### src/rtl/mult_pkg.sv
package mult_pkg;

    // Operand and product widths
    localparam int OPERAND_W = 16;             // Each multiplier input
    localparam int PRODUCT_W = 2 * OPERAND_W;  // Full unsigned product, no truncation

    // Pipeline depth after the operand register
    // Stage 1 holds the product, later stages only delay it
    localparam int MULT_STAGES = 2;

    // Unsigned operand as presented on req
    typedef logic [OPERAND_W-1:0] operand_t;

    // Unsigned product, also the word stored in the buffer RAM
    typedef logic [PRODUCT_W-1:0] product_t;

    // Operand pair sampled together with en_mult
    typedef struct packed {
        operand_t a;  // Multiplicand
        operand_t b;  // Multiplier
    } mult_req_t;

endpackage

### src/rtl/buf_pkg.sv
package buf_pkg;

    import mult_pkg::*;

    // Buffer geometry
    localparam int BUF_DEPTH  = 64;                 // Products per fill
    localparam int BUF_ADDR_W = $clog2(BUF_DEPTH);  // 6 bits for 64 entries

    // RAM address
    typedef logic [BUF_ADDR_W-1:0] buf_addr_t;

    // Counter range 0..BUF_DEPTH, one bit wider than the address
    typedef logic [BUF_ADDR_W:0] buf_count_t;

    // Counter compare points
    localparam buf_count_t BUF_FULL_CNT = buf_count_t'(BUF_DEPTH);      // All entries used
    localparam buf_count_t BUF_LAST_CNT = buf_count_t'(BUF_DEPTH - 1);  // Last entry index

    // RAM write port
    typedef struct packed {
        logic      en;    // Write strobe
        buf_addr_t addr;  // Entry to write
        product_t  data;  // Product to store
    } ram_wr_t;

    // RAM read port, data comes back one cycle later
    typedef struct packed {
        logic      en;    // Read strobe
        buf_addr_t addr;  // Entry to read
    } ram_rd_t;

    // Controller states
    typedef enum logic [1:0] {
        IDLE     = 2'b00,  // Empty, waiting for the first operand pair
        FILLING  = 2'b01,  // Accepting pairs, products landing in RAM
        FULL     = 2'b10,  // All entries written, waiting for en_read_mem
        DRAINING = 2'b11   // Burst of BUF_DEPTH words on mem_val
    } buf_state_t;

endpackage

### src/rtl/mult_pipe.sv
module mult_pipe (
    input  logic                clk,
    input  logic                rst_n,
    input  mult_pkg::mult_req_t req,
    input  logic                take,        // Accept pulse from the controller
    output mult_pkg::product_t  prod,
    output logic                prod_valid
);

    import mult_pkg::*;

    // Operand launch register
    mult_req_t op_q;
    logic      op_vld_q;

    // Product stages with the multiply in index 0
    product_t               stage_q [MULT_STAGES];
    logic [MULT_STAGES-1:0] stage_vld_q;

    // Operands only load on an accepted pair
    always_ff @(posedge clk) begin
        if (take) op_q <= req;
    end

    // Multiply stage then delay stages
    always_ff @(posedge clk) begin
        stage_q[0] <= product_t'(op_q.a) * product_t'(op_q.b);  // Stage 1 multiply
        for (int i = 1; i < MULT_STAGES; i++) begin
            stage_q[i] <= stage_q[i-1];  // Delay stages
        end
    end

    // Valid bits travel alongside the data
    always_ff @(posedge clk or negedge rst_n) begin
        if (!rst_n) begin
            op_vld_q    <= 1'b0;
            stage_vld_q <= '0;
        end else begin
            op_vld_q    <= take;
            stage_vld_q <= {stage_vld_q[MULT_STAGES-2:0], op_vld_q};  // Shift toward output
        end
    end

    // Last stage drives the controller
    assign prod       = stage_q[MULT_STAGES-1];
    assign prod_valid = stage_vld_q[MULT_STAGES-1];

endmodule

### src/rtl/product_ram.sv
module product_ram #(
    parameter type word_t = mult_pkg::product_t,  // Stored payload
    parameter int  DEPTH  = buf_pkg::BUF_DEPTH    // Number of entries
) (
    input  logic             clk,
    input  buf_pkg::ram_wr_t wr,       // Write port, same clock
    input  buf_pkg::ram_rd_t rd,       // Read port
    output word_t            rd_data   // Valid one cycle after rd.en
);

    // Behavioral storage array
    word_t mem [DEPTH];

    // Write port
    always_ff @(posedge clk) begin
        if (wr.en) begin
            mem[wr.addr] <= wr.data;
        end
    end

    // Registered read port
    // Holds the last word while rd.en is low
    always_ff @(posedge clk) begin
        if (rd.en) begin
            rd_data <= mem[rd.addr];
        end
    end

endmodule

### src/rtl/buffer_ctrl.sv
module buffer_ctrl (
    input  logic               clk,
    input  logic               rst_n,
    input  logic               en_mult,        // Operand strobe from the caller
    input  logic               en_read_mem,    // Burst request
    input  mult_pkg::product_t prod,           // Product from the pipeline
    input  logic               prod_valid,
    output logic               take,           // Accepted pair, fed to mult_pipe
    output buf_pkg::ram_wr_t   ram_wr,
    output buf_pkg::ram_rd_t   ram_rd,
    output logic               rdy_mult,
    output logic               rdy_read_mem,
    output logic               valid_mem_val
);

    import buf_pkg::*;

    // FSM
    buf_state_t state_q;
    buf_state_t state_d;

    // Counters, all cleared at the end of a burst
    buf_count_t acc_cnt_q;  // Pairs accepted this round
    buf_count_t wr_cnt_q;   // Products written to RAM
    buf_count_t rd_cnt_q;   // Read addresses issued

    // Read data valid, one cycle behind the read strobe
    logic rd_vld_q;

    // Decoded conditions
    logic acc_full;     // No more room for accepts
    logic wr_last;      // Final entry written at this edge
    logic rd_issue;     // Read address goes out this cycle
    logic drain_start;  // Burst request taken
    logic drain_done;   // Last word on mem_val this cycle

    // Acceptance closes once every entry is claimed
    // Products still in flight already own an entry
    assign acc_full = (acc_cnt_q == BUF_FULL_CNT);

    // Ready levels decoded from state
    assign rdy_mult     = ((state_q == IDLE) || (state_q == FILLING)) && !acc_full;
    assign rdy_read_mem = (state_q == FULL);

    // Handshake-free strobes, ignored outside their window
    assign take        = en_mult && rdy_mult;
    assign drain_start = en_read_mem && rdy_read_mem;

    assign wr_last = prod_valid && (wr_cnt_q == BUF_LAST_CNT);

    // Reads run through addresses 0..DEPTH-1 once
    assign rd_issue = (state_q == DRAINING) && (rd_cnt_q != BUF_FULL_CNT);

    // Final word is out when all addresses went and the last one returned
    assign drain_done = (state_q == DRAINING) && rd_vld_q && (rd_cnt_q == BUF_FULL_CNT);

    // RAM write port straight from the pipeline output
    always_comb begin
        ram_wr.en   = prod_valid;
        ram_wr.addr = wr_cnt_q[BUF_ADDR_W-1:0];  // Write order = arrival order
        ram_wr.data = prod;
    end

    // RAM read port
    always_comb begin
        ram_rd.en   = rd_issue;
        ram_rd.addr = rd_cnt_q[BUF_ADDR_W-1:0];  // Same order as written
    end

    assign valid_mem_val = rd_vld_q;  // Aligned with the registered RAM output

    // Next state
    always_comb begin
        state_d = state_q;
        case (state_q)
            IDLE: begin
                if (take) state_d = FILLING;  // First pair of a round
            end
            FILLING: begin
                if (wr_last) state_d = FULL;  // Count reaches BUF_DEPTH at this edge
            end
            FULL: begin
                if (drain_start) state_d = DRAINING;
            end
            DRAINING: begin
                if (drain_done) state_d = IDLE;
            end
            default: state_d = IDLE;
        endcase
    end

    always_ff @(posedge clk or negedge rst_n) begin
        if (!rst_n) begin
            state_q <= IDLE;
        end else begin
            state_q <= state_d;
        end
    end

    // Accept counter
    always_ff @(posedge clk or negedge rst_n) begin
        if (!rst_n) begin
            acc_cnt_q <= '0;
        end else if (drain_done) begin
            acc_cnt_q <= '0;  // New round
        end else if (take) begin
            acc_cnt_q <= acc_cnt_q + 1'b1;
        end
    end

    // Write counter, doubles as the write address
    always_ff @(posedge clk or negedge rst_n) begin
        if (!rst_n) begin
            wr_cnt_q <= '0;
        end else if (drain_done) begin
            wr_cnt_q <= '0;
        end else if (prod_valid) begin
            wr_cnt_q <= wr_cnt_q + 1'b1;  // Never passes BUF_DEPTH, accepts are capped
        end
    end

    // Read counter
    always_ff @(posedge clk or negedge rst_n) begin
        if (!rst_n) begin
            rd_cnt_q <= '0;
        end else if (drain_done) begin
            rd_cnt_q <= '0;
        end else if (rd_issue) begin
            rd_cnt_q <= rd_cnt_q + 1'b1;
        end
    end

    // Valid flag tracks RAM read latency
    always_ff @(posedge clk or negedge rst_n) begin
        if (!rst_n) begin
            rd_vld_q <= 1'b0;
        end else begin
            rd_vld_q <= rd_issue;
        end
    end

endmodule

### src/rtl/mult_buffer_top.sv
module mult_buffer_top (
    input  logic                clk,
    input  logic                rst_n,
    input  mult_pkg::mult_req_t req,            // Operand pair
    input  logic                en_mult,        // Operand strobe
    input  logic                en_read_mem,    // Burst request
    output logic                rdy_mult,       // Buffer accepting operands
    output logic                rdy_read_mem,   // Buffer full, burst may start
    output mult_pkg::product_t  mem_val,        // Burst data
    output logic                valid_mem_val   // Qualifies mem_val
);

    import mult_pkg::*;
    import buf_pkg::*;

    // Pipeline to controller
    logic     take;        // Accept pulse back into the pipeline
    product_t prod;
    logic     prod_valid;

    // Controller to RAM
    ram_wr_t ram_wr;
    ram_rd_t ram_rd;

    // Multiplier pipeline
    mult_pipe i_mult_pipe (
        .clk        (clk),
        .rst_n      (rst_n),
        .req        (req),
        .take       (take),
        .prod       (prod),
        .prod_valid (prod_valid)
    );

    // Counters, FSM and port control
    buffer_ctrl i_buffer_ctrl (
        .clk           (clk),
        .rst_n         (rst_n),
        .en_mult       (en_mult),
        .en_read_mem   (en_read_mem),
        .prod          (prod),
        .prod_valid    (prod_valid),
        .take          (take),
        .ram_wr        (ram_wr),
        .ram_rd        (ram_rd),
        .rdy_mult      (rdy_mult),
        .rdy_read_mem  (rdy_read_mem),
        .valid_mem_val (valid_mem_val)
    );

    // Product storage, read data goes straight out
    product_ram #(
        .word_t (product_t),
        .DEPTH  (BUF_DEPTH)
    ) i_product_ram (
        .clk     (clk),
        .wr      (ram_wr),
        .rd      (ram_rd),
        .rd_data (mem_val)
    );

endmodule

### config.mk
export PLATFORM = sky130hd
export DESIGN_NAME = mult_buffer_top
export DESIGN_NICKNAME = d
export VERILOG_FILES = /design/src/rtl/mult_pkg.sv /design/src/rtl/buf_pkg.sv /design/src/rtl/mult_pipe.sv /design/src/rtl/product_ram.sv /design/src/rtl/buffer_ctrl.sv /design/src/rtl/mult_buffer_top.sv
export SDC_FILE = /design/constraint.sdc
export NUM_CORES = 2
export LEC_CHECK = 0
export ABC_AREA = 1
export CORE_MARGIN = 5
export CORE_UTILIZATION = 60
export DETAILED_ROUTE_END_ITERATION = 8
export DONT_BUFFER_PORTS = 1
export PLACE_DENSITY = 0.75
export SETUP_SLACK_MARGIN = 0.3
export SKIP_CTS_REPAIR_TIMING = 1
export SKIP_LAST_GASP = 1
export SLEW_MARGIN = 0
export SYNTH_ARGS = -nofsm -noshare
export SYNTH_HDL_FRONTEND = slang
export SYNTH_SLANG_ARGS = --single-unit
### constraint.sdc
create_clock -name clk -period 5.85 [get_ports clk]
set_input_delay 1.17 -clock clk [delete_from_list [all_inputs] [get_ports clk]]
set_output_delay 1.17 -clock clk [all_outputs]
set_load 0.01 [all_outputs]
==> flow_summary.json <==
{
  "dr.pass1.iters": 6,
  "drtIter0Drc": 9413,
  "worstPathArrival_ns": 6.02,
  "synthesis.area_mm2": 0.0988,
  "post-place-ws_ns": 0.314,
  "fill_cells": 11900,
  "clk_pin_slew_ns": 0.06,
  "wire_per_inst_um": 23.2,
  "die-area_mm2": 0.173,
  "min_period_ns": 5.33,
  "core_mm2": 0.164,
  "tns_ns": 0,
  "critical_path_buf_inv_count": 7,
  "finClkSkew_ns": 0.0507,
  "ant_nets": 0,
  "cts_htree_levels": 4,
  "die_x_um": 416,
  "wl_um": 267000,
  "setup_slack_ns": 0.524,
  "hpwl_um": 145000,
  "cts_sinks": 2203,
  "port_buffers": 0,
  "finalCritPeriodShare_pct": 91.0,
  "crit_type": "reg -> reg",
  "grt_pass1_vias": 65800,
  "yosysWarnings": 0,
  "syn_nets": 9591,
  "finalSetupViolations": 0,
  "path_max_fanout": 9,
  "startpoint_type": "flip-flop",
  "crit_chain": "buf_6, nand2_1, inv_1, fa_1, inv_1, fa_1, fa_2, fa_1, inv_1, fa_1, inv_1, fa_1, inv_1, ha_2, a21oi_2, o21bai_1, nand3b_1, buf_4, xor2_1",
  "vias": 68000,
  "synth_seq_area_share_pct": 66.1,
  "synth.distinct_cells": 34,
  "rsz0062_at_grt": "yes",
  "fmax_ghz": 0.188,
  "gp_congestion": 0.898,
  "layout-drive-gt1-share_pct": 6.61,
  "cap_violations": 0,
  "cts_made_buffers": 211,
  "antenna_found_initial": 6,
  "cts-root-buf": "clkbuf_16",
  "cts_tree": "done",
  "ys_seq_elements": 2203,
  "cts_buffer_depth": 3,
  "final_max_slew_viol_count": 0,
  "slew_headroom_pct": 28.8,
  "area_growth_pct": 9.71,
  "synth_top_area_share_pct": 64.2,
  "hp-class": "in -> async",
  "synthCells": 9248,
  "synthArstFlopShare_pct": 1.23,
  "max_stage_delay_ns": 0.54,
  "final_common_cell": "nand2_1",
  "status": "finished clean",
  "synth_area_leaders": "edfxtp_1 64%, nand2_1 12%, nand3_1 8.4%",
  "cp_top_family": "adder cells",
  "worst_slew_pin_slew_ns": 1.06,
  "insertion_delay_ns": 0.85,
  "fin_nets": 9510,
  "grtUsageTotal_pct": 30.5,
  "yosys.area.top_type": "edfxtp_1",
  "rows": 149,
  "crit_path_top_delay_cell": "fa_1",
  "final_cell_mix": "3198 x nand2_1, 2112 x edfxtp_1, 1663 x nand3_1",
  "required_ns": 6.54,
  "drc": 0,
  "via_per_inst": 5.89,
  "finalHoldViolCount": 0,
  "yosys_most_used_dff": "edfxtp_1",
  "grt_max_degree": 323,
  "io_pins": 71,
  "start_util_pct": 60.1,
  "overflow": 0,
  "synth.avg_cell_area_um2": 10.7,
  "die_h_um": 416,
  "synth_edf_count": 2112,
  "end_kind": "flip-flop",
  "grt_pass1_wl_um": 399000
}
[final timing paths]
check | start | cells past startpoint | slack, ns | to
hold reg to reg | i_mult_pipe.stage_q[0][2]$_DFF_P_ | 0 | 0.31 | i_mult_pipe.stage_q[0][34]$_DFF_P_
min in group clk | i_mult_pipe.stage_q[0][2]$_DFF_P_ | 0 | 0.31 | i_mult_pipe.stage_q[0][34]$_DFF_P_
max in group asynchronous | rst_n | 1 | 4.11 | i_buffer_ctrl.rd_cnt_q[2]$_DFFE_PN0P_
hold / removal | rst_n | 0 | 0.04 | i_buffer_ctrl.acc_cnt_q[1]$_DFFE_PN0P_
setup / recovery | i_mult_pipe.op_q[21]$_DFFE_PP_ | 19 | 0.52 | i_mult_pipe.stage_q[0][14]$_DFF_P_
setup reg to reg | i_mult_pipe.op_q[21]$_DFFE_PP_ | 19 | 0.52 | i_mult_pipe.stage_q[0][14]$_DFF_P_
[cell type report]
cell class / instances / area (um2) / share of cell area [%]
Timing Repair Buffer: 215 / 1940 / 1.79
Clock inverter: 108 / 990 / 0.913
Tap cell: 2189 / 2740 / 2.53
Inverter: 1118 / 4240 / 3.91
Multi-Input combinational cell: 5418 / 27400 / 25.3
Sequential cell: 2203 / 65400 / 60.3
Antenna cell: 2 / 5.00 / 0.00462
Clock buffer: 282 / 5700 / 5.26
[cell families after synthesis]
family,Yosys count,share of synthesized area (%)
XOR/XNOR,23,0.204
AND/OR/NAND/NOR,5020,21.3
flip-flops,2203,66.1
AO/OA/AOI/OAI,68,0.358
buffers and inverters,1627,6.67
adder cells (fa/ha/maj),307,5.36
[sequential cells by signal (all words and copies together) (netlist names), 2 cells and up]
name / cells
i_mult_pipe.stage_q: 64
i_buffer_ctrl.wr_cnt_q: 7
i_mult_pipe.stage_vld_q: 2
i_mult_pipe.op_q: 32
i_buffer_ctrl.rd_cnt_q: 7
i_product_ram.mem: 2048
i_product_ram.rd_data: 32
i_buffer_ctrl.state_q: 2
i_buffer_ctrl.acc_cnt_q: 7
[synth_stat cells (17+ instances only)]
cell and instances:
dfrtp_1 27, o21ai_0 22, nand3_1 1664, dfxtp_1 64, edfxtp_1 2112, buf_4 17
a21oi_1 37, nor2_1 115, buf_2 308, clkbuf_1 144, fa_1 194, ha_1 113
buf_1 36, nand2_1 3202, nor3_1 21, inv_1 1110
[worst register-to-register path, delay by kind of cell, from the launching register on]
family | cells | cell delay (ns)
xor gates and xnor gates | 1 | 0.13
buffers and inverters | 7 | 0.65
DFF | 1 | 0.53
AOI/OAI and AO/OA | 2 | 0.28
adders and majority gates | 7 | 3.28
and+or+nand+nor | 2 | 0.33
[through the flow]
step	cell area (um2)	hold slack, ns	utilization, %	instances
global placement	101000	0.310	61.6	11100
finish	108000	0.0392	65.9	11500
floorplan	98800	0.310	-	9248
CTS	108000	-0.0271	65.7	11500
global route	108000	0.00341	65.9	11500
detailed placement	101000	0.312	61.6	11100
[layer usage]
metal,track usage [%],wire [um],vias up
met5,0,48,-
met1,41.6,97900,32800
li1,-,-,30300
met4,13.3,12600,8
met3,6.49,32700,712
met2,48.0,124000,4197
Power is not shown: default switching activity piles up to over one toggle a cycle in this logic, so the estimate is an artifact.
